## src/logic/ppu_pkg.sv

```systemverilog
package ppu_pkg;

  // Address and data widths
  typedef logic [12:0] vram_addr_t;
  typedef logic [15:0] cpu_addr_t;
  typedef logic [7:0] byte_t;

  // Background color number, high plane bit over low plane bit
  typedef logic [1:0] gb_color_t;

  // STAT style mode encoding
  typedef enum logic [1:0] {
    MODE_HBLANK = 2'd0,
    MODE_VBLANK = 2'd1,
    MODE_OAM    = 2'd2,
    MODE_DRAW   = 2'd3
  } ppu_mode_t;

  // Host visible registers used by the background layer
  typedef struct packed {
    byte_t lcdc;
    byte_t scx;
    byte_t scy;
  } ppu_regs_t;

  // Line timer state seen by fetcher and FIFO
  typedef struct packed {
    ppu_mode_t   mode;
    byte_t       ly;
    logic [8:0]  dot;
  } ppu_timing_t;

  // Four step tile fetch
  typedef enum logic [1:0] {
    FETCH_TILE,
    FETCH_LOW,
    FETCH_HIGH,
    FETCH_PUSH
  } fetch_state_t;

  // One tile row, leftmost pixel at index 0
  typedef gb_color_t [7:0] pixel_row_t;

  // Memory map
  localparam cpu_addr_t VRAM_BASE  = 16'h8000;
  localparam cpu_addr_t TILEMAP_0  = 16'h9800;
  localparam cpu_addr_t TILEMAP_1  = 16'h9C00;
  localparam cpu_addr_t TILEDATA_U = 16'h8000;
  localparam cpu_addr_t TILEDATA_S = 16'h9000;

endpackage

```

## src/logic/ppu_bg_fifo.sv

```systemverilog
module ppu_bg_fifo #(
  parameter int LINE_TILES = 20
) (
  input  logic                 clk,
  input  logic                 reset,
  input  ppu_pkg::ppu_timing_t timing,
  input  logic                 push,
  input  ppu_pkg::pixel_row_t  row,
  output logic                 empty,
  output logic                 line_done,
  output logic                 pix_valid,
  output ppu_pkg::gb_color_t   pix_color,
  output ppu_pkg::byte_t       pix_x,
  output ppu_pkg::byte_t       pix_y
);

  // X of the last pixel on a line
  localparam ppu_pkg::byte_t LAST_X = ppu_pkg::byte_t'(LINE_TILES * 8 - 1);

  ppu_pkg::pixel_row_t pix_buf;
  logic [3:0]          count;
  ppu_pkg::byte_t      x_cnt;

  logic in_draw;
  logic emit;

  assign in_draw = (timing.mode == ppu_pkg::MODE_DRAW);
  assign empty   = (count == 4'd0);

  // A push sends its first pixel straight out
  assign emit = in_draw && (push || !empty);

  always_ff @(posedge clk or posedge reset) begin
    if (reset) begin
      count     <= '0;
      x_cnt     <= '0;
      pix_valid <= 1'b0;
      line_done <= 1'b0;
    end else begin
      pix_valid <= emit;
      line_done <= emit && (x_cnt == LAST_X);
      if (timing.mode == ppu_pkg::MODE_OAM) begin
        // Line start
        count <= '0;
        x_cnt <= '0;
      end else if (emit) begin
        count <= push ? 4'd7 : count - 4'd1;
        x_cnt <= x_cnt + 8'd1;
      end
    end
  end

  // Pixel path, index 0 always holds the next pixel
  always_ff @(posedge clk) begin
    if (emit) begin
      if (push) begin
        pix_color <= row[0];
        pix_buf   <= ppu_pkg::pixel_row_t'(row >> 2);
      end else begin
        pix_color <= pix_buf[0];
        pix_buf   <= ppu_pkg::pixel_row_t'(pix_buf >> 2);
      end
      pix_x <= x_cnt;
      pix_y <= timing.ly;
    end
  end

endmodule

```

## config.mk

```make
export PLATFORM = sky130hd
export DESIGN_NAME = ppu_bg_fifo
export DESIGN_NICKNAME = d
export VERILOG_FILES = /design/src/logic/ppu_pkg.sv /design/src/logic/ppu_bg_fifo.sv
export SDC_FILE = /design/constraint.sdc
export NUM_CORES = 1
export LEC_CHECK = 0
export BUFFER_PORTS_ARGS = -buffer_cell sky130_fd_sc_hd__buf_2
export CAP_MARGIN = 20
export CORE_MARGIN = 1.5
export CORE_UTILIZATION = 37
export DETAILED_ROUTE_END_ITERATION = 7
export GPL_TIMING_DRIVEN = 0
export SYNTH_ARGS = -nofsm -noshare
export SYNTH_HDL_FRONTEND = slang
export SYNTH_SLANG_ARGS = --single-unit
```

## constraint.sdc

```tcl
create_clock -name clk -period 3.9 [get_ports clk]
set_input_delay 0.195 -clock clk [delete_from_list [all_inputs] [get_ports clk]]
set_output_delay 0.195 -clock clk [all_outputs]
set_load 0.01 [all_outputs]
```

Word level (Yosys, flattened, before mapping) --
Cells that the tools add are included.
Word-level totals: input bits 38, output and inout port bits 21, flip-flop bits (word level) 48, word-level logic and storage cells 33
Cells by class: add/subtract/negate cells 2, reductions and logical operators 6, multiplexer cells 7, equality and inequality tests 3
Operators with widths (count):
- 8-bit two-way mux | 2
- 14-bit two-way mux | 1
- 4-bit two-way mux | 3
- 8-bit by 1-bit adder with 8-bit output, second input constant | 1
- 8-bit equality test, second input constant | 1
- 2-bit equality test, second input constant | 2
- 4-bit logical NOT | 1
- 4-bit by 1-bit subtractor with 4-bit output, second input constant | 1
- 1-bit logical AND | 2
- 2-bit two-way mux | 1
- 2-bit nonzero test | 1
- 1-bit logical NOT | 1
- 1-bit logical OR | 1

Depth between registers and ports, before layout --
word-level depth 6, mapped depth 8, gate-level depth less buffers 7

Worst setup path after synthesis --
No wires, ideal clock.
path type reg2reg, from reg count[0], to reg x_cnt[5], required time 3.773 ns, slack 1.815 ns, path buffers 1, stages on the path, launching flop included 9, arrival 1.958 ns, cells stage by stage dfrtp_1 > inv_1 > ha_1 > nor4b_2 > or2_4 > inv_2 > buf_2 > nand4_1 > mux2i_1
Between the ends: cells in the longest elaborated chain, start to end 5
Ends and longest elaborated chain:
- from (decl) | line ppu_bg_fifo.sv:21 | logic [3:0] count;
- from (signal assigned) | line ppu_bg_fifo.sv:47 | count <= push ? 4'd7 : count - 4'd1;
- 4-bit logical NOT | line ppu_bg_fifo.sv:28 | assign empty = (count == 4'd0);
- 1-bit logical NOT | line ppu_bg_fifo.sv:31 | assign emit = in_draw && (push || !empty);
- 1-bit logical OR | line ppu_bg_fifo.sv:31
- 1-bit logical AND | line ppu_bg_fifo.sv:31
- via emit | line ppu_bg_fifo.sv:25 | logic emit;
- 2-bit nonzero test (no source line)
- to (signal assigned) | line ppu_bg_fifo.sv:48 | x_cnt <= x_cnt + 8'd1;
- to (decl) | line ppu_bg_fifo.sv:22 | ppu_pkg::byte_t x_cnt;
The timed path passes the listed nets, and every way through them passes these cells. A chain may end at the register's enable or synchronous reset.

Worst setup path after layout --
Ends and elaborated chain as after synthesis.

==> results.py <==
metrics = {
    "status": {
        "outcome": "complete, no violations",
    },
    "drt": {
        "drt-vias-per-instance": 4.75,
        "dr_total_vias": 1158,
        "drt-wirelength-per-cell_um": 12.4,
        "first_iter_violations": 79,
        "drt_pass1_iterations": 4,
        "antenna_left": 0,
        "totalWireLength_um": 3020,
        "drc": 0,
    },
    "synth": {
        "synth_most_common_cell": "edfxtp_1",
        "synth_area_leaders": "edfxtp_1 52%, dfrtp_1 19%, mux2_2 9.2%",
        "synth_ff_type": "edfxtp_1",
        "syn_area_um2": 1840,
        "postSynthAreaPerCell_um2": 15.5,
        "yosysTopAreaCell": "edfxtp_1",
        "synth_cell_types": 30,
        "ys_ff_latch": 46,
        "synth-async-reset-ratio_pct": 30.4,
        "syn_inst": 119,
        "synth_nets": 159,
        "seq_area_frac_synth_pct": 71.1,
        "ys_top_cells_by_count": "32 x edfxtp_1, 15 x mux2_2, 14 x dfrtp_1",
        "synth_edf_count": 32,
        "synth_top_area_share_pct": 52.1,
        "yosysWarnings": 0,
    },
    "die": {
        "num_rows": 25,
        "core_area_um2": 4750,
        "die_area_um2": 5420,
        "die_h_um": 73.6,
        "die_w_um": 73.6,
        "start_util_pct": 38.8,
        "ioPinCount": 59,
    },
    "worst_hold_path": {
        "min_path_type": "in2reg",
    },
    "placed_design": {
        "dp_slack_ps": 1490,
        "postPlaceCellArea_um2": 2170,
        "place.gp.congestion": 0.720,
        "io_buffer_count": 49,
        "dp_hpwl_um": 2070,
    },
    "timing": {
        "setup_ws_ps": 1500,
        "slew_headroom_pct": 41.8,
        "finalSetupViolations": 0,
        "fmax_ghz": 0.417,
        "whs_ps": 82.7,
        "period_share_pct": 61.5,
        "rsz0062_at_grt": "false",
        "final_hold_viol_count": 0,
        "tightestPinTransition_ps": 873,
        "setup_tns_ps": 0,
        "final.min_clock_period_ps": 2400,
        "drv_slew": 0,
        "fin_worst_skew_ps": 1.97,
    },
    "pwr": {
        "finalPower_uw": 996,
        "p_int_uw": 766,
        "power_density_nw_per_um2": 438,
        "switchingPower_uw": 230,
        "leakage_nw": 0.975,
        "switching_share_pct": 23.1,
        "pwr-share-clk_pct": 28.7,
        "ir_drop_uv": 141,
        "combPwrFrac_pct": 11.4,
        "seq_power_share_pct": 59.9,
    },
    "final_layout": {
        "fillerInstances": 447,
        "fin_area_um2": 2270,
        "area_growth_pct": 23.3,
        "diodes": 0,
        "finalNetCount": 216,
        "drive_gt1_share_pct": 42.9,
    },
    "cts": {
        "cts_made_buffers": 5,
        "cts_tree": "done",
        "cts_sinks": 46,
        "htree_levels": 2,
        "path_clk_slew_ps": 80,
        "clock_latency_ps": 280,
        "cts_buffer_depth": 2,
        "root_buffer": "clkbuf_8",
    },
    "setup_path": {
        "critPathArrivalTime_ps": 2560,
        "worstSetupEndpointType": "flip-flop",
        "regToRegStartpoint": "count[0]$_DFFE_PP0P_",
        "regToRegSetupSlack_ps": 1500,
        "cp.required_ps": 4060,
        "regToRegEndpoint": "x_cnt[5]$_DFFE_PP0P_",
        "cp_max_fo": 42,
        "worstPathCellList": "inv_1 > ha_1 > nor4b_2 > or2_4 > inv_2 > buf_2 > nand4_1 > mux2i_1",
        "start_kind": "flip-flop",
        "crit_path_max_incr_delay_ps": 690,
        "reg2reg_depth": 8,
        "cp-startpoint": "count[0]$_DFFE_PP0P_",
        "worstSetupEndpoint": "x_cnt[5]$_DFFE_PP0P_",
        "path_class": "reg2reg",
        "worst_path_max_delay_cell": "buf_2",
    },
    "global_routing": {
        "grt_pass1_wl_um": 4890,
        "antenna_found_initial": 0,
        "grt_max_degree": 43,
        "grt_overflow": 0,
        "track_usage_pct": 12.0,
        "grt_pass1_vias": 1142,
    },
    "job": {
        "maxCapViolations": 0,
    },
}
## logic make-up (layout without fill, tap and decap cells)
kind of cell,count (synthesis),count (layout),share of synthesized area (%)
flip-flops,46,46,71.1
multiplexers,19,19,11.6
buffers and inverters,10,68,2.17
AO/OA/AOI/OAI,16,16,5.56
adder cells (fa/ha/maj),2,2,1.36
AND/OR/NAND/NOR,26,26,8.21
## cells in the final DEF (no fill, tap or decap), drive strengths merged
master,instances
and4,1
and3b,1
o21ai,4
nor4b,1
nor2,1
o31ai,2
a41oi,1
nand4,2
and4b,1
clkbuf,8
buf,52
and3,1
nand2,10
edfxtp,32
dlygate4sd3,1
dfrtp,14
nor3b,1
o211ai,1
mux2i,3
mux2,16
nor3,1
and2,2
nand3,3
a21oi,3
a31oi,3
a22o,2
or2,1
inv,7
ha,2
## flip-flops by register name (all words and copies together) (netlist names)
register	cells
pix_x	8
pix_color	2
pix_y	8
count	4
pix_valid	1
x_cnt	8
pix_buf	14
line_done	1
## layout make-up
cell class	instances	area (um2)	area share [%]
repair buffers	50	255	11.2
well taps	67	83.8	3.69
clock buffers	8	90.1	3.96
multi-input cells	63	493	21.7
inverters	7	26.3	1.16
flip-flops and latches	46	1310	57.7
plain buffers	3	13.8	0.605
## power groups by stage
stage / Combinational [mW] / Sequential, mW / Clock [mW]
final: 0.114 / 0.597 / 0.286
after global routing: 0.129 / 0.601 / 0.321
after CTS: 0.116 / 0.596 / 0.300
after detailed placement: 0.115 / 0.607 / 0
after global placement: 0.109 / 0.604 / 0
after floorplan: 0.0669 / 0.607 / 0
## critical path, delay by kind of cell, from the launching register on
family	cells	cell delay (ps)
adder cells (fa/ha/maj)	1	230
buffers and inverters	3	850
flip-flops	1	390
multiplexers	1	160
AND/OR/NAND/NOR	3	650
## timing repair
item	4_1_cts	5_1_grt
endpoints found under the hold margin	14	0
gates resized for setup	0	0
hold buffers	1	0
setup buffers	0	0
## metrics by stage
step | util, % | instances
final | 47.8 | 244
after CTS | 47.8 | 244
after global placement | 45.7 | 235
after global routing | 47.8 | 244
after floorplan | - | 119
after detailed placement | 45.7 | 235
## how the worst min path moves through the flow
stage                                      end        from  cells past startpoint
final                       pix_y[6]$_DFFE_PP_  timing[15]                      1
after global routing        pix_y[0]$_DFFE_PP_   timing[9]                      1
after CTS                   pix_y[6]$_DFFE_PP_  timing[15]                      1
after detailed placement  x_cnt[5]$_DFFE_PP0P_       reset                      2
after global placement    x_cnt[5]$_DFFE_PP0P_       reset                      2
after floorplan           count[0]$_DFFE_PP0P_       reset                      1
## metal layers
| layer | vias to the layer above | track usage (%) | part of all wire (%) |
|---|---|---|---|
| met2 | 35 | 20.6 | 50 |
| met3 | 0 | 4.39 | 5.4 |
| met4 | 0 | 4.32 | 0 |
| met5 | - | 0 | 0 |
| li1 | 560 | - | - |
| met1 | 563 | 13.7 | 45 |
Note: power is estimated with default switching activity, not from simulation.
