===== src/logic/ppu_pkg.sv =====
package ppu_pkg;

  // Address and data widths
  typedef logic [12:0] vram_addr_t;
  typedef logic [15:0] cpu_addr_t;
  typedef logic [7:0] byte_t;

  // Background color number, high plane bit over low plane bit
  typedef logic [1:0] gb_color_t;

  // STAT style mode encoding
  typedef enum logic [1:0] {
    MODE_HBLANK = 2'd0,
    MODE_VBLANK = 2'd1,
    MODE_OAM    = 2'd2,
    MODE_DRAW   = 2'd3
  } ppu_mode_t;

  // Host visible registers used by the background layer
  typedef struct packed {
    byte_t lcdc;
    byte_t scx;
    byte_t scy;
  } ppu_regs_t;

  // Line timer state seen by fetcher and FIFO
  typedef struct packed {
    ppu_mode_t   mode;
    byte_t       ly;
    logic [8:0]  dot;
  } ppu_timing_t;

  // Four step tile fetch
  typedef enum logic [1:0] {
    FETCH_TILE,
    FETCH_LOW,
    FETCH_HIGH,
    FETCH_PUSH
  } fetch_state_t;

  // One tile row, leftmost pixel at index 0
  typedef gb_color_t [7:0] pixel_row_t;

  // Memory map
  localparam cpu_addr_t VRAM_BASE  = 16'h8000;
  localparam cpu_addr_t TILEMAP_0  = 16'h9800;
  localparam cpu_addr_t TILEMAP_1  = 16'h9C00;
  localparam cpu_addr_t TILEDATA_U = 16'h8000;
  localparam cpu_addr_t TILEDATA_S = 16'h9000;

endpackage


===== src/logic/ppu_bg_fetcher.sv =====
module ppu_bg_fetcher #(
  parameter int LINE_TILES = 20
) (
  input  logic                 clk,
  input  logic                 reset,
  input  ppu_pkg::ppu_timing_t timing,
  input  ppu_pkg::ppu_regs_t   regs,
  input  ppu_pkg::byte_t       rd_data,
  input  logic                 empty,
  output ppu_pkg::vram_addr_t  rd_addr,
  output logic                 push,
  output ppu_pkg::pixel_row_t  row
);

  // Tile counter wide enough to hold LINE_TILES
  localparam int CW = $clog2(LINE_TILES + 1);
  localparam logic [CW-1:0] TILES_MAX = CW'(LINE_TILES);

  ppu_pkg::fetch_state_t state;

  // Phase 0 drives the address, phase 1 takes the data
  logic phase;

  // Tilemap column, wraps at 32 on its own
  logic [4:0] column;

  // Tiles pushed so far on this line
  logic [CW-1:0] tiles_done;

  // Fetched tile index and the two plane bytes
  ppu_pkg::byte_t tile_index;
  ppu_pkg::byte_t tile_low;
  ppu_pkg::byte_t tile_high;

  logic in_draw;
  logic fetching;
  logic do_push;

  assign in_draw  = (timing.mode == ppu_pkg::MODE_DRAW);
  assign fetching = in_draw && (tiles_done != TILES_MAX);
  assign do_push  = fetching && (state == ppu_pkg::FETCH_PUSH) && empty;

  // Background row in the 256x256 map, (SCY + LY) mod 256
  ppu_pkg::byte_t map_y;
  assign map_y = regs.scy + timing.ly;

  // Tilemap entry address
  ppu_pkg::cpu_addr_t map_base;
  ppu_pkg::cpu_addr_t map_addr;
  assign map_base = regs.lcdc[3] ? ppu_pkg::TILEMAP_1 : ppu_pkg::TILEMAP_0;
  assign map_addr = map_base + {6'b0, map_y[7:3], 5'b0} + {11'b0, column};

  // Tile data row address
  ppu_pkg::cpu_addr_t data_base;
  ppu_pkg::cpu_addr_t data_addr;
  always_comb begin
    if (regs.lcdc[4]) begin
      // Unsigned index from 0x8000
      data_base = ppu_pkg::TILEDATA_U + {4'b0, tile_index, 4'b0};
    end else begin
      // Signed index around 0x9000
      data_base = ppu_pkg::TILEDATA_S + {{4{tile_index[7]}}, tile_index, 4'b0};
    end
  end
  assign data_addr = data_base + {12'b0, map_y[2:0], 1'b0};

  // Read address held over both phases of a step
  ppu_pkg::cpu_addr_t cpu_rd_addr;
  always_comb begin
    unique case (state)
      ppu_pkg::FETCH_TILE: cpu_rd_addr = map_addr;
      ppu_pkg::FETCH_HIGH: cpu_rd_addr = data_addr + 16'd1;
      default:             cpu_rd_addr = data_addr;
    endcase
  end
  assign rd_addr = ppu_pkg::vram_addr_t'(cpu_rd_addr - ppu_pkg::VRAM_BASE);

  // Step sequencing
  always_ff @(posedge clk or posedge reset) begin
    if (reset) begin
      state      <= ppu_pkg::FETCH_TILE;
      phase      <= 1'b0;
      column     <= '0;
      tiles_done <= '0;
      push       <= 1'b0;
    end else begin
      push <= 1'b0;
      if (!in_draw) begin
        // Outside mode 3 park at the first tile of the next line
        state      <= ppu_pkg::FETCH_TILE;
        phase      <= 1'b0;
        column     <= regs.scx[7:3];
        tiles_done <= '0;
      end else if (fetching) begin
        unique case (state)
          ppu_pkg::FETCH_PUSH: begin
            // Wait here until the FIFO has drained
            if (empty) begin
              push       <= 1'b1;
              column     <= column + 5'd1;
              tiles_done <= tiles_done + 1'b1;
              state      <= ppu_pkg::FETCH_TILE;
            end
          end
          ppu_pkg::FETCH_TILE: begin
            phase <= ~phase;
            if (phase) state <= ppu_pkg::FETCH_LOW;
          end
          ppu_pkg::FETCH_LOW: begin
            phase <= ~phase;
            if (phase) state <= ppu_pkg::FETCH_HIGH;
          end
          default: begin
            phase <= ~phase;
            if (phase) state <= ppu_pkg::FETCH_PUSH;
          end
        endcase
      end
    end
  end

  // Data capture and row assembly
  always_ff @(posedge clk) begin
    if (fetching && phase) begin
      unique case (state)
        ppu_pkg::FETCH_TILE: tile_index <= rd_data;
        ppu_pkg::FETCH_LOW:  tile_low   <= rd_data;
        ppu_pkg::FETCH_HIGH: tile_high  <= rd_data;
        default:             tile_index <= tile_index;
      endcase
    end
    if (do_push) begin
      // Bit 7 is the leftmost pixel
      for (int i = 0; i < 8; i++) begin
        row[i] <= {tile_high[7-i], tile_low[7-i]};
      end
    end
  end

endmodule


===== config.mk =====
export PLATFORM = sky130hd
export DESIGN_NAME = ppu_bg_fetcher
export DESIGN_NICKNAME = d
export VERILOG_FILES = /design/src/logic/ppu_pkg.sv /design/src/logic/ppu_bg_fetcher.sv
export SDC_FILE = /design/constraint.sdc
export NUM_CORES = 1
export LEC_CHECK = 0
export ABC_CLOCK_PERIOD_IN_PS = 2100
export CORE_UTILIZATION = 50
export DETAILED_ROUTE_END_ITERATION = 10
export DONT_BUFFER_PORTS = 1
export GPL_TIMING_DRIVEN = 0
export PLACE_DENSITY = 0.71
export SYNTH_ARGS = -nofsm -noshare
export SYNTH_HDL_FRONTEND = slang
export SYNTH_SLANG_ARGS = --single-unit

===== constraint.sdc =====
create_clock -name clk -period 2.1 [get_ports clk]
set_input_delay 0.42 -clock clk [delete_from_list [all_inputs] [get_ports clk]]
set_output_delay 0.42 -clock clk [all_outputs]
set_load 0.01 [all_outputs]

* After elaboration in Yosys (flattened, before gate mapping) *
Cells that the tools add are included.

operators by class
  add/subtract/negate cells = 10
  eq/ne operators = 13
  multiplexer cells = 25
  bitwise logic cells = 1
  reductions and logical operators = 11

operator list
  cell                                                                  count
  5-bit 2-to-1 mux                                                      8
  13-bit case mux with 2 select lines                                   1
  1-bit by 12-bit adder with 13-bit output, first input constant        1
  13-bit by 1-bit adder with 13-bit output, second input constant       1
  13-bit by 10-bit adder with 13-bit output                             1
  13-bit adder, first input constant                                    1
  13-bit by 4-bit adder with 13-bit output                              1
  13-bit by 5-bit adder with 13-bit output                              1
  13-bit 2-to-1 mux                                                     1
  13-bit by 1-bit subtractor with 13-bit output, second input constant  1
  2-bit 2-to-1 mux                                                      6
  11-bit 2-to-1 mux                                                     1
  5-bit by 1-bit adder with 5-bit output, second input constant         2
  3-bit != test, second input constant                                  3
  8-bit adder                                                           1
  2-bit AND reduction                                                   4
  1-bit 2-to-1 mux                                                      7
  2-bit equality test, second input constant                            3
  2-bit case mux with 3 select lines                                    1
  5-bit != test, second input constant                                  1
  5-bit AND reduction                                                   1
  1-bit logical AND                                                     4
  2-bit by 1-bit != test with 1-bit output, second input constant       2
  2-bit != test, second input constant                                  2
  5 further kinds                                                       5

word-level totals
  flip-flop bits (word level) = 54
  input port bits = 54
  word-level logic and storage cells = 76

* Depth between registers and ports, before layout *
  depth in word-level cells = 6
  depth in mapped cells = 7
  gate-level depth less buffers = 6

* Worst setup path before layout *
OpenSTA, ideal clock, no wires.

  kind = register to register
  start = register tiles_done[0]
  end = register row[0] (netlist bit), enable pin
  library setup time = 390 ps
  arrival time = 1,806 ps
  data required time = 1,710 ps
  path slack = -96 ps
  cell stages (with the launch flop) = 7
  buffers on the path = 1
  period minus slack after synthesis = 2,196 ps
  cell sequence = dfrtp_1 -> inv_1 -> ha_1 -> nand4b_4 -> and2_4 -> buf_6 -> nor2b_1

between the ends
  word-level cells in the longest chain between the ends = 4

ends and longest elaborated chain
  item                             line                   source
  start: declaration               ppu_bg_fetcher.sv:28   logic [CW-1:0] tiles_done;
  start signal: assignment         ppu_bg_fetcher.sv:101  tiles_done <= tiles_done + 1'b1;
  5-bit != test                    ppu_bg_fetcher.sv:40   assign fetching = in_draw && (tiles_done != TILES_MAX);
  1-bit logical AND                ppu_bg_fetcher.sv:40
  1-bit logical AND (2 in series)  ppu_bg_fetcher.sv:41   assign do_push = fetching && (state == ppu_pkg::FETCH_PUSH) && empty;
  via do_push                      ppu_bg_fetcher.sv:37   logic do_push;
  end signal: indexed assignment   ppu_bg_fetcher.sv:135  row[i] <= {tile_high[7-i], tile_low[7-i]};
  end: declaration                 ppu_bg_fetcher.sv:12   output ppu_pkg::pixel_row_t row

The timed path passes the listed nets, and every way through them passes these cells.
A chain may end at the register's enable or synchronous reset.

* Worst setup path in the final report *
  start = register state[0]
  end = output rd_addr[7]

between the ends
  word-level cells in the longest chain between the ends = 3

ends and longest elaborated chain
  item                                                           line                   source
  start: declaration                                             ppu_bg_fetcher.sv:19   ppu_pkg::fetch_state_t state;
  start signal: assignment                                       ppu_bg_fetcher.sv:81   state <= ppu_pkg::FETCH_TILE;
  start signal: assignment                                       ppu_bg_fetcher.sv:90   state <= ppu_pkg::FETCH_TILE;
  start signal: assignment                                       ppu_bg_fetcher.sv:102  state <= ppu_pkg::FETCH_TILE;
  2-bit equality test / 2-bit zero test (equally long branches)  ppu_bg_fetcher.sv:70   unique case (state)
  13-bit case mux with 2 select lines *                          ppu_bg_fetcher.sv:70
  13-bit by 1-bit subtractor with 13-bit output *                ppu_bg_fetcher.sv:76   assign rd_addr = ppu_pkg::vram_addr_t'(cpu_rd_addr - ppu_pkg::VRAM_BASE);
  end: declaration                                               ppu_bg_fetcher.sv:10   output ppu_pkg::vram_addr_t rd_addr,

Mark *: on every way between the ends. The rest lies on a longest branch, timed or not.

==> impl_metrics.csv <==
group,metric,value,unit
timing,setup_viol,1,
pwr,powerDensity,690,nW/µm²
synthesis,synthMuxAreaShare,0.797,%
synthesis,syn_inst,190,
die,die-area,5310,µm²
timing,period_share,101,%
drt,viasPerCell,5.87,
synthesis,synth_xor_area_share,4.19,%
timing,drv_slew,0,
timing,fin_ws,-0.0111,ns
timing,max_clock_freq,474,MHz
die,ios,84,
cts,cts_tree,"done",
critical_path,crit_fanout,6,
critical_path,cp.required,1.68,ns
cts,cts_max_level,2,
cells_and_area,final_common_cell,"edfxtp_1",
timing,finalHoldViolations,0,
synthesis,synth-compound-area-share,10.9,%
synthesis,synth_fp_nets,259,
global_route,grt_max_degree,18,
pwr,p_leak,1.07,nW
cts,cts_root_buf,"clkbuf_8",
synthesis,ys_warn_count,0,
critical_path,slowest_delay,0.40,ns
global_route,grt_overflow,0,
cells_and_area,final_nets,277,
status,outcome,"finished, violations left",
synthesis,synth_top_family_by_area,"simple AND/OR/NAND/NOR gates",
synthesis,synth_fa_ha_area_share,7.77,%
drt,drt_iter0_drc,122,
place,dp_hpwl,3.51,mm
drt,firstDrtPassIters,4,
global_route,grt_pass1_wl,7.67,mm
global_route,antenna_found_initial,0,
die,start_util,52.5,%
timing,slew_headroom,63.6,%
timing,worst_slew_pin_slew,0.545,ns
critical_path,cp.arrival,1.69,ns
drt,vias,1619,
status,violations,"setup timing",
cts,clk_latency,0.30,ns
global_route,track_usage,19.7,%
synthesis,synth_cell_type_count,41,
synthesis,synth_area_per_cell,13.2,µm²
critical_path,cp_top_family,"flip-flops",
drt,postRouteAntennaNets,0,
synthesis,synthSimpleGateAreaFrac,11.6,%
cells_and_area,n_antenna_cell,0,
timing,fin_crit,2.11,ns
timing,skew,0.0143,ns
cells_and_area,layout_common_cells,"edfxtp_1, dfrtp_1, buf_4",
cells_and_area,syn2layout_area_growth,14.6,%
cts,cts_made_buffers,5,
pwr,vdd_drop_max,0.481,mV
die,num_rows,25,
die,die_height,72.9,µm
place,dpl_cell_area,2600,µm²
min_path,hp-class,"input pin to asynchronous set/reset pin",
cells_and_area,final_area,2880,µm²
synthesis,netlist_area,2510,µm²
critical_path,cp_num_buf_inv,2,
drt,routedWlPerCell,18.3,µm
cts,clock_tree.buffer_depth,2,
place,gp_congestion,0.889,
cts,clock_sinks,54,
global_route,grt_pass1_vias,1563,
critical_path,worst_setup_path_end_kind,"output port",
synthesis,ys_ff_latch,54,
run,drv_cap,0,
critical_path,path_class,"flip-flop to output port",
cells_and_area,post-route-util,60.2,%
synthesis,ys_seq_area_share,61.8,%
critical_path,slowest_stage,"dfrtp_1",
drt,wl,5.05,mm
die,core_area,4790,µm²
cells_and_area,drive_gt1_share,19.6,%
critical_path,crit_chain,"inv_2, ha_4, inv_4, or3_1, o211ai_1",
critical_path,startpoint_type,"flip-flop",
place,io_buffer_count,0,
timing,rsz0062_at_grt,"true",
cts,path_clk_slew,0.10,ns
drt,drc,0,
die,die_x,72.9,µm
## cell families after synthesis
| kind of cell | Yosys count |
|---|---|
| DFF | 54 |
| and+or+nand+nor | 51 |
| AOI/OAI and AO/OA | 40 |
| buffers and inverters | 16 |
| adders and majority gates | 15 |
| xor gates and xnor gates | 12 |
| muxes | 2 |
## synth_stat cells (all sizes together)
master / n / area, µm²
dfrtp: 14 / 350
nand4: 4 / 25.0
and4: 1 / 8.76
o311a: 1 / 10.0
nor3b: 1 / 7.51
nor4: 3 / 18.8
or3: 1 / 6.26
nand2: 11 / 41.3
a21oi: 3 / 15.0
o31ai: 1 / 7.51
a211oi: 7 / 52.6
inv: 9 / 33.8
clkbuf: 4 / 15.0
o21bai: 2 / 15.0
o221ai: 1 / 8.76
edfxtp: 40 / 1200
fa: 1 / 20.0
nand2b: 1 / 6.26
a21o: 3 / 22.5
buf: 3 / 26.3
xnor2: 3 / 26.3
nor2: 8 / 30.0
a22oi: 1 / 7.51
nor2b: 2 / 12.5
ha: 14 / 175
nand3: 5 / 25.0
mux2i: 2 / 20.0
o211ai: 4 / 30.0
and2: 6 / 40.0
nand4b: 2 / 32.5
nor3: 1 / 5.00
xor2: 9 / 78.8
or2: 1 / 6.26
and3: 4 / 26.3
a22o: 5 / 43.8
o21ai: 12 / 60.1
## final timing paths
kind | cells past startpoint | start | endpoint | slack (ns)
min reg2reg | 0 | tile_low[0] | row[14] | 0.43
max reg2reg | 9 | state[0] | row[3] | 0.06
min | 1 | reset | phase | 0.03
min in group clk | 0 | rd_data[4] | tile_low[4] | 0.20
max in group asynchronous | 1 | reset | column[4] | 1.69
max | 5 | state[0] | rd_addr[7] | -0.01
## layout make-up
cell class                      count  area, µm²
Fill cell                         388       1910
Sequential cell                    54       1550
Multi-Input combinational cell    120        957
Timing Repair Buffer               13        110
Tap cell                           67       83.8
Clock buffer                        6       82.6
Buffer                              5       41.3
Inverter                            9       36.3
Clock inverter                      2       16.3
## stage by stage
step                hold WS (ns)  cells  power (W)  setup slack (ns)  TNS, ns
floorplan                  0.309    190    0.00134            0.0239        0
global placement           0.366    257    0.00137           -0.0652  -0.0733
detailed placement         0.376    257    0.00138           -0.0766    -1.45
CTS                       0.0452    274    0.00198           -0.0512  -0.0512
global route              0.0853    276    0.00205           -0.0337  -0.0744
finish                    0.0327    276    0.00199           -0.0111  -0.0111
## per-layer routing
layer  up-vias  part of all wire [%]  global-route usage, %
met3        11                   6.9                   5.66
met1       786                    39                   23.5
met4         0                   1.4                   6.75
met5         -                     0                      0
li1        745                     -                      -
met2        77                    53                   34.1
## state kept, by name (all words and copies together), names as in the netlist
register    flops
push            1
tile_low        8
state           2
tile_index      8
column          5
tile_high       8
tiles_done      5
phase           1
row            16
## where the power goes
group / switching (W) / total (W) / internal, W
Combinational: 0.000126 / 0.000217 / 0.0000915
Clock: 0.000332 / 0.000604 / 0.000272
Sequential: 0.0000117 / 0.00117 / 0.00115
## timing repair
item,in CTS,in global routing
buffers inserted,10,3
hold buffers,0,0
setup endpoints to repair,35,22
resized for setup,15,9
cloned,0,0
pin swaps,7,6
Note: power is estimated with default switching activity, not from simulation.
