## config.mk

```make
export PLATFORM = sky130hd
export DESIGN_NAME = ppu_line_timer
export DESIGN_NICKNAME = d
export VERILOG_FILES = /design/src/logic/ppu_pkg.sv /design/src/logic/ppu_line_timer.sv
export SDC_FILE = /design/constraint.sdc
export NUM_CORES = 1
export LEC_CHECK = 0
export BUFFER_PORTS_ARGS = -buffer_cell sky130_fd_sc_hd__buf_4
export CELL_PAD_IN_SITES_DETAIL_PLACEMENT = 0
export CELL_PAD_IN_SITES_GLOBAL_PLACEMENT = 2
export CORE_ASPECT_RATIO = 1.25
export CORE_MARGIN = 10
export CORE_UTILIZATION = 34
export DETAILED_ROUTE_END_ITERATION = 8
export PLACE_DENSITY = 0.78
export SLEW_MARGIN = 20
export SYNTH_ARGS = -nofsm -noshare
export SYNTH_HDL_FRONTEND = slang
export SYNTH_SLANG_ARGS = --single-unit
```

## constraint.sdc

```tcl
create_clock -name clk -period 3.7 [get_ports clk]
set_clock_uncertainty 0.15 [all_clocks]
set_input_delay 0.925 -clock clk [delete_from_list [all_inputs] [get_ports clk]]
set_output_delay 0.925 -clock clk [all_outputs]
set_load 0.05 [all_outputs]
```

## src/logic/ppu_pkg.sv

```systemverilog
package ppu_pkg;

  // Address and data widths
  typedef logic [12:0] vram_addr_t;
  typedef logic [15:0] cpu_addr_t;
  typedef logic [7:0] byte_t;

  // Background color number, high plane bit over low plane bit
  typedef logic [1:0] gb_color_t;

  // STAT style mode encoding
  typedef enum logic [1:0] {
    MODE_HBLANK = 2'd0,
    MODE_VBLANK = 2'd1,
    MODE_OAM    = 2'd2,
    MODE_DRAW   = 2'd3
  } ppu_mode_t;

  // Host visible registers used by the background layer
  typedef struct packed {
    byte_t lcdc;
    byte_t scx;
    byte_t scy;
  } ppu_regs_t;

  // Line timer state seen by fetcher and FIFO
  typedef struct packed {
    ppu_mode_t   mode;
    byte_t       ly;
    logic [8:0]  dot;
  } ppu_timing_t;

  // Four step tile fetch
  typedef enum logic [1:0] {
    FETCH_TILE,
    FETCH_LOW,
    FETCH_HIGH,
    FETCH_PUSH
  } fetch_state_t;

  // One tile row, leftmost pixel at index 0
  typedef gb_color_t [7:0] pixel_row_t;

  // Memory map
  localparam cpu_addr_t VRAM_BASE  = 16'h8000;
  localparam cpu_addr_t TILEMAP_0  = 16'h9800;
  localparam cpu_addr_t TILEMAP_1  = 16'h9C00;
  localparam cpu_addr_t TILEDATA_U = 16'h8000;
  localparam cpu_addr_t TILEDATA_S = 16'h9000;

endpackage

```

## src/logic/ppu_line_timer.sv

```systemverilog
module ppu_line_timer #(
  parameter int LINE_DOTS     = 456,
  parameter int FRAME_LINES   = 154,
  parameter int VISIBLE_LINES = 144,
  parameter int OAM_DOTS      = 80
) (
  input  logic                 clk,
  input  logic                 reset,
  input  logic                 line_done,
  output ppu_pkg::ppu_timing_t timing,
  output logic                 vblank
);

  // Count limits in the timing field widths
  localparam logic [8:0]     LAST_DOT  = 9'(LINE_DOTS - 1);
  localparam logic [8:0]     OAM_LAST  = 9'(OAM_DOTS - 1);
  localparam ppu_pkg::byte_t LAST_LINE = ppu_pkg::byte_t'(FRAME_LINES - 1);
  localparam ppu_pkg::byte_t VIS_LINES = ppu_pkg::byte_t'(VISIBLE_LINES);

  ppu_pkg::ppu_mode_t mode;
  ppu_pkg::byte_t     ly;
  logic [8:0]         dot;

  // Line that follows the current one, wrapping at frame end
  ppu_pkg::byte_t next_ly;
  logic           line_end;

  assign line_end = (dot == LAST_DOT);
  assign next_ly  = (ly == LAST_LINE) ? '0 : ly + 8'd1;

  always_ff @(posedge clk or posedge reset) begin
    if (reset) begin
      mode <= ppu_pkg::MODE_OAM;
      ly   <= '0;
      dot  <= '0;
    end else if (line_end) begin
      // New line, visible lines start with the OAM scan
      dot <= '0;
      ly  <= next_ly;
      if (next_ly >= VIS_LINES) begin
        mode <= ppu_pkg::MODE_VBLANK;
      end else begin
        mode <= ppu_pkg::MODE_OAM;
      end
    end else begin
      dot <= dot + 9'd1;
      unique case (mode)
        ppu_pkg::MODE_OAM: begin
          // Fixed length OAM scan
          if (dot == OAM_LAST) begin
            mode <= ppu_pkg::MODE_DRAW;
          end
        end
        ppu_pkg::MODE_DRAW: begin
          // Drawing ends when the FIFO sends the last pixel
          if (line_done) begin
            mode <= ppu_pkg::MODE_HBLANK;
          end
        end
        default: begin
          // HBLANK and VBLANK hold until line end
          mode <= mode;
        end
      endcase
    end
  end

  assign timing.mode = mode;
  assign timing.ly   = ly;
  assign timing.dot  = dot;

  assign vblank = (mode == ppu_pkg::MODE_VBLANK);

endmodule

```

== Word level (Yosys, flattened, before mapping) ==
Cells that the tools add are included.
Cells by class
  add/subtract/negate cells: 2
  magnitude comparators: 1
  equal/unequal tests: 8
  muxes and demuxes: 7
  reductions and logical operators: 2
Operators with widths (count)
  $add 9x1->9 const B: 1
  $eq 9x7->1 const B: 1
  $eq 9x9->1 const B: 1
  $mux 9: 1
  $add 8x1->8 const B: 1
  $eq 8x8->1 const B: 1
  $ge 8x8->1 const B: 1
  $mux 2: 4
  $mux 8: 1
  $ne 3x3->1 const B: 2
  $eq 2x2->1 const B: 2
  $pmux 2 s2: 1
  $reduce_and 3->1: 1
  $reduce_bool 3->1: 1
  $eq 2x1->1 const B: 1
Storage, ports and cells
  bits in registers: 19
  input bits: 3

== Logic depth before layout (Yosys ltp) ==
Gate-level depths: netlist (run 1).
  depth in word-level cells: 5
  gate-level depth with buffers: 6
  depth with buffers taken out: 6

== Worst setup path after synthesis (run 1) ==
OpenSTA, ideal clock, no wires.
  path kind: flip-flop to output port
  start point: register mode[0]
  end point: output vblank
  arrival: 1.432 ns
  setup slack: 1.193 ns
  stages on the path, launching flop included: 2
  buffers on the path: 0
  cells stage by stage: dfrtp_1 -> nor2b_1
Between the ends
  cells in the longest elaborated chain, start to end: 1
Ends and longest elaborated chain
  start: declaration: line ppu_line_timer.sv:20  | ppu_pkg::ppu_mode_t mode;
  start signal: assignment: line ppu_line_timer.sv:33  | mode <= ppu_pkg::MODE_OAM;
  start signal: assignment: line ppu_line_timer.sv:41  | mode <= ppu_pkg::MODE_VBLANK;
  start signal: assignment: line ppu_line_timer.sv:43  | mode <= ppu_pkg::MODE_OAM;
  $eq 2x1->1: line ppu_line_timer.sv:72  | assign vblank = (mode == ppu_pkg::MODE_VBLANK);
  end: declaration: line ppu_line_timer.sv:11  | output logic vblank
Every way passes these cells.

== Worst setup path in the final report (run 1) ==
  start point: register mode[1]
  end point: output vblank
The elaborated chain is that of the path after synthesis.

==> flow_summary_export.csv, run 1 <==
group,metric,value,unit
clock_network,htreeDepth,1,
power,report.power.total,0.318,mW
floorplan,die_area,5680,µm²
finish,final_nets,139,
synthesis,syn-mean-instance-area,9.80,µm²
route,detail_route.drc_violations,0,
finish,multi_input_comb_area,547,µm²
finish,n_antenna_cell,0,
critical_path,buffers_inverters_on_critical_path,1,
synthesis,netlist_area,1040,µm²
critical_path,critPathCaptureType,"output pin",
global_route,grt_first_pass_wirelength,4.40,mm
placement,placement.io_buffers,22,
synthesis,syn_nets,112,
run,cap_violations,0,
sta,setup_tns,0,ns
global_route,maximum_number_of_pins_on_one_net_before_global_route_repair,20,
finish,drive_above_1_share,24.2,%
clock_network,max-clock-path-buffers,2,
critical_path,r2r_cells,5,
sta,setup_viol_count_final,0,
sta,hold_viol,0,
synthesis,synthesis.instances,106,
critical_path,cp_cell_sequence,"nor2b_1, buf_4",
sta,drv_slew,0,
hold_path,hold_path_class,"flop to flop",
global_route,grt_antenna_before_repair,0,
clock_network,clk_root_buffer_cell,"sky130_fd_sc_hd__clkbuf_4",
critical_path,critical_path.max_fanout,5,
synthesis,ys_async_sr_fraction,100,%
critical_path,critPathKind,"flop to output pin",
synthesis,synth_enable_flop_cells,0,
critical_path,crit_path_max_incr_delay,0.58,ns
route,dr.pass1.iters,4,
floorplan,row_count,22,
sta,grt_setup_unrepaired,"false",
sta,fin_hold_ws,0.345,ns
floorplan,die_h,81.8,µm
route,drt-initial-drc-count,34,
synthesis,synth-seq-cells,19,
clock_network,cts_tree,"yes",
critical_path,required_time_of_the_critical_path,2.62,ns
critical_path,timing.critical_path.from_type,"flop",
global_route,global_route.overflow_total,0,
clock_network,cts_sinks,19,
route,vias_per_cell,5.34,
floorplan,boundary_pins,23,
sta,slew-limit-headroom,50.5,%
outcome,outcome,"finished, final reports clean",
route,ant_nets,0,
clock_network,worst_skew_pair.late_latency,0.29,ns
sta,final.min_clock_period,2.17,ns
clock_network,cts-hold-fix-buffers,0,
synthesis,netlist-cell-type-count,35,
clock_network,cts.clk_slew.worst_paths,0.11,ns
route,routed_wirelength,2.54,mm
finish,synthesis_to_finish_area_growth,22.8,%
power,worst_ir_drop_vdd,0.172,mV
sta,worstMarginPinSlew,0.741,ns
synthesis,synth-seq-area-share,45.9,%
synthesis,synth-warning-count,0,
global_route,groute.usage.overall,9.39,%
sta,final.period_utilization,58.7,%
placement,gpl.final_weighted_congestion,0.798,
global_route,number_of_global_route_vias_before_repair,953,
critical_path,critical_path_arrival,1.10,ns
critical_path,family_of_cells_with_the_greatest_summed_delay_on_the_critical_path,"flip-flops",
sta,clock.fmax,460,MHz
route,routed-via-count,897,
synthesis,synth_flop_cell,"sky130_fd_sc_hd__dfrtp_1",
placement,detailedPlacementHpwl,1.95,mm
floorplan,placeableCoreArea,2950,µm²
placement,post_dp_cell_area,1250,µm²
power,power.density,249,nW/µm²
power,static_leakage,0.602,nW
floorplan,start_util,35.3,%
finish,fill_cells,297,
clock_network,tritoncts.num_buffers,3,
floorplan,die_w,69.4,µm
finish,register_area,477,µm²
clock_network,cts_setup_buffers,0,
route,avgRoutedWirePerCell,15.1,µm
critical_path,critPathSlowestCell,"sky130_fd_sc_hd__dfstp_2",
critical_path,worstSetupPathDepth,2,
finish,design_area,1270,µm²
clock_network,cts.repair.resized,0,
hold_path,hold_path_depth,1,
[cell usage in the layout, fill, tap and decap left out, types with 4 or more instances in the layout]
master                    Yosys  layout
sky130_fd_sc_hd__dfrtp_1     18      18
sky130_fd_sc_hd__o21ai_0      9       9
sky130_fd_sc_hd__nand2_1      9       9
sky130_fd_sc_hd__nor2_1       8       8
sky130_fd_sc_hd__xnor2_1      4       4
sky130_fd_sc_hd__a31oi_1      4       4
sky130_fd_sc_hd__nand3_1      8       8
sky130_fd_sc_hd__inv_1        4       4
sky130_fd_sc_hd__buf_4        0      22
[power breakdown]
part,internal [mW],switching (mW)
Sequential,0.208,0
Clock,0.0419,0.0623
Combinational,0.00138,0.00441
[final timing paths]
path / to / from / slack, ns
max in group asynchronous: dot[8] / reset / 2.33
min: dot[0] / dot[0] / 0.34
max: vblank / mode[1] / 1.53
max reg2reg: mode[0] / dot[0] / 1.88
min in group asynchronous: dot[1] / reset / 0.60
min reg2reg: dot[0] / dot[0] / 0.34
[kinds of logic after synthesis]
logic type | after synthesis | synth area share [%]
buffers and inverters | 4 | 1.45
AO/OA/AOI/OAI | 26 | 16.0
XOR/XNOR | 7 | 5.90
flip-flops | 19 | 45.9
AND/OR/NAND/NOR | 46 | 26.1
multiplexers | 1 | 0.964
adder cells (fa/ha/maj) | 3 | 3.61
[final cells by class]
class                   count  share of cell area (%)
multi-input cells          83                    42.9
repair buffers             22                    13.0
flip-flops and latches     19                    37.4
well taps                  36                    3.53
clock buffers               4                    2.06
inverters                   4                    1.18
[synthesized netlist by cell type, types with 2 or more instances]
| master | n | area, µm² |
|---|---|---|
| sky130_fd_sc_hd__nor2_1 | 8 | 30.0 |
| sky130_fd_sc_hd__nand4_1 | 2 | 12.5 |
| sky130_fd_sc_hd__a21o_1 | 2 | 15.0 |
| sky130_fd_sc_hd__xnor2_1 | 4 | 35.0 |
| sky130_fd_sc_hd__inv_1 | 4 | 15.0 |
| sky130_fd_sc_hd__o22ai_1 | 2 | 12.5 |
| sky130_fd_sc_hd__ha_1 | 3 | 37.5 |
| sky130_fd_sc_hd__and4b_1 | 2 | 20.0 |
| sky130_fd_sc_hd__nand2b_1 | 2 | 12.5 |
| sky130_fd_sc_hd__xor2_1 | 3 | 26.3 |
| sky130_fd_sc_hd__a31oi_1 | 4 | 25.0 |
| sky130_fd_sc_hd__dfrtp_1 | 18 | 450 |
| sky130_fd_sc_hd__and3_1 | 2 | 12.5 |
| sky130_fd_sc_hd__nand3_1 | 8 | 40.0 |
| sky130_fd_sc_hd__nand3b_1 | 2 | 15.0 |
| sky130_fd_sc_hd__nand2_1 | 9 | 33.8 |
| sky130_fd_sc_hd__nor3_1 | 3 | 15.0 |
| sky130_fd_sc_hd__a21oi_1 | 3 | 15.0 |
| sky130_fd_sc_hd__o21ai_0 | 9 | 45.0 |
[through the flow]
step           setup WS, ns  util [%]  cells
4_1_cts                1.51      43.3    168
6_report               1.53      43.3    168
3_3_place_gp           1.86      42.4    164
5_1_grt                1.47      43.3    168
3_5_place_dp           1.85      42.4    164
2_1_floorplan          1.19         -    106
[sequential cells by signal, indices dropped and copies added, names as in the netlist]
name and cells:
ly 8, mode 2, dot 9
[routing by layer]
metal	GRT usage, %	routed length (µm)
met3	2.53	124
met1	10.4	1140
met5	0	0
met4	4.84	22
met2	16.3	1260
Note: power is estimated with default switching activity, not from simulation.
==> run 2, diff against run 1 <==
CORE_UTILIZATION = 32   (was 34)
PLACE_DENSITY = 0.74   (was 0.78)
clock period = 2.1 ns   (was 3.7 ns; I/O delays follow)
==> flow_summary_export.csv, run 2 (synthesized netlist as in run 1, its figures left out) <==
group,metric,value,unit
finish,n_antenna_cell,0,
finish,most_common_cell_after_layout_fill_and_taps_aside,"sky130_fd_sc_hd__buf_4",
clock_network,cts_sinks,19,
power,relative_contribution_of_combinational_cells_to_total_power,1.9,%
sta,slew-limit-headroom,71.4,%
floorplan,start_util,32.8,%
route,dr.pass1.iters,4,
clock_network,cts_setup_buffers,0,
placement,placement.io_buffers,22,
critical_path,required_time_of_the_critical_path,2.08,ns
sta,drv_slew,0,
sta,final.min_clock_period,1.82,ns
global_route,grt_first_pass_wirelength,4.17,mm
placement,place_worst_setup_slack,0.275,ns
global_route,groute.usage.overall,8.46,%
route,drt-initial-drc-count,24,
sta,worstMarginPinSlew,0.427,ns
clock_network,clk_root_buffer_cell,"sky130_fd_sc_hd__clkbuf_8",
critical_path,critPathKind,"flop to flop",
finish,flip_flop_count_of_the_largest_register_all_copies_and_words_added,9,
finish,fill_cells,328,
finish,mostFrequentLayoutCells,"23 x sky130_fd_sc_hd__buf_4, 18 x sky130_fd_sc_hd__dfrtp_1, 9 x sky130_fd_sc_hd__nand2_1, 9 x sky130_fd_sc_hd__o21ai_0",
finish,largestRegisters,"dot (9), ly (8), mode (2)",
route,routed-via-count,884,
run,cap_violations,0,
sta,finalWorstSetupSlack,0.275,ns
power,report.power.total,0.626,mW
route,routed_wirelength,2.60,mm
power,static_leakage,0.615,nW
power,worst_ir_drop_vdd,0.238,mV
placement,gpl.final_weighted_congestion,0.761,
route,vias_per_cell,5.20,
power,switching_power,0.122,mW
route,avgRoutedWirePerCell,15.3,µm
finish,final_nets,140,
route,ant_nets,0,
critical_path,critPathCaptureType,"flop",
floorplan,die_h,83.7,µm
critical_path,register_to_register_setup_slack,0.28,ns
critical_path,timing.critical_path.from_type,"flop",
power,power.density,480,nW/µm²
power,clockPowerShare,39.7,%
power,seq_power_share,58.4,%
sta,setup_viol_count_final,0,
global_route,maximum_number_of_pins_on_one_net_before_global_route_repair,20,
floorplan,placeableCoreArea,3170,µm²
clock_network,cts.repair.resized,0,
global_route,grt_antenna_before_repair,0,
finish,drive_above_1_share,25.6,%
sta,fin_hold_ws,0.145,ns
clock_network,worst_skew_pair.late_latency,0.25,ns
critical_path,critical_path_arrival,1.80,ns
sta,grt_setup_unrepaired,"false",
floorplan,row_count,23,
global_route,number_of_global_route_vias_before_repair,914,
floorplan,die_w,71.0,µm
clock_network,cts_tree,"yes",
critical_path,r2r_cells,5,
power,swShare,19.5,%
clock_network,max-clock-path-buffers,2,
power,internal-power,0.504,mW
clock_network,cts.clk_slew.worst_paths,0.07,ns
critical_path,critical_path.max_fanout,10,
sta,hold_viol,0,
hold_path,hold_path_class,"primary input to async pin",
global_route,global_route.overflow_total,0,
floorplan,boundary_pins,23,
sta,final.period_utilization,86.9,%
finish,design_area,1310,µm²
sta,clock.fmax,548,MHz
finish,synthesis_to_finish_area_growth,25.7,%
finish,max_flop_register,"dot",
placement,post_dp_cell_area,1260,µm²
floorplan,die_area,5940,µm²
route,detail_route.drc_violations,0,
outcome,outcome,"finished, final reports clean",
clock_network,cts-hold-fix-buffers,0,
placement,detailedPlacementHpwl,1.97,mm
clock_network,tritoncts.num_buffers,3,
clock_network,htreeDepth,1,
sta,setup_tns,0,ns
==> run 2: cell count changes in the layout (fill, tap and decap cells not counted) <==
| cell | previous run | this run |
|---|---|---|
| sky130_fd_sc_hd__clkbuf_8 | 0 | 3 |
| sky130_fd_sc_hd__nor2b_1 | 1 | 0 |
| sky130_fd_sc_hd__nor2b_2 | 0 | 1 |
| sky130_fd_sc_hd__clkbuf_4 | 3 | 0 |
| sky130_fd_sc_hd__buf_4 | 22 | 23 |
==> run 2: critical path, stage by stage (launching register included) <==
cell	delay (ns)
sky130_fd_sc_hd__dfrtp_1	0.39
sky130_fd_sc_hd__ha_1	0.28
sky130_fd_sc_hd__nand3b_2	0.17
sky130_fd_sc_hd__nor3_4	0.44
sky130_fd_sc_hd__o21a_4	0.20
sky130_fd_sc_hd__a211oi_1	0.07
==> run 2: cell type report <==
type                       count  area [µm²]  share of cell area (%)
multi-input combinational     83         549                    42.1
sequential                    19         477                    36.5
timing repair buffer          23         173                    13.2
tap                           37        46.3                    3.55
clock buffer                   4        45.0                    3.45
inverter                       4        15.0                    1.15
==> run 2: through the flow <==
step                cells  utilization, %
finish                170            41.2
global route          170            41.2
CTS                   170            41.2
detailed placement    166            39.8
global placement      166            39.8
floorplan             106               -
==> run 2: final timing paths <==
check | end | from
min reg2reg | dot[0] | dot[0]
max | mode[0] | dot[0]
min in group clk | dot[0] | dot[0]
max in group asynchronous | mode[1] | reset
max reg2reg | mode[0] | dot[0]
min | ly[0] | reset
==> run 2: routing by layer <==
| metal | vias to the layer above | wire length [µm] | GRT usage (%) |
|---|---|---|---|
| met4 | 0 | 20 | 3.35 |
| met1 | 428 | 1130 | 8.96 |
| met3 | 2 | 132 | 2.98 |
| met2 | 18 | 1310 | 14.7 |
| li1 | 436 | - | - |
| met5 | - | 0 | 0 |
==> run 2: power by group through the flow <==
| stage | Sequential, mW | Clock, mW | Combinational (mW) |
|---|---|---|---|
| 2_1_floorplan | 0.373 | 0 | 0.00548 |
| 3_3_place_gp | 0.373 | 0 | 0.0127 |
| 3_5_place_dp | 0.373 | 0 | 0.0124 |
| 4_1_cts | 0.366 | 0.262 | 0.0125 |
| 5_1_grt | 0.366 | 0.279 | 0.0136 |
| 6_report | 0.366 | 0.249 | 0.0116 |
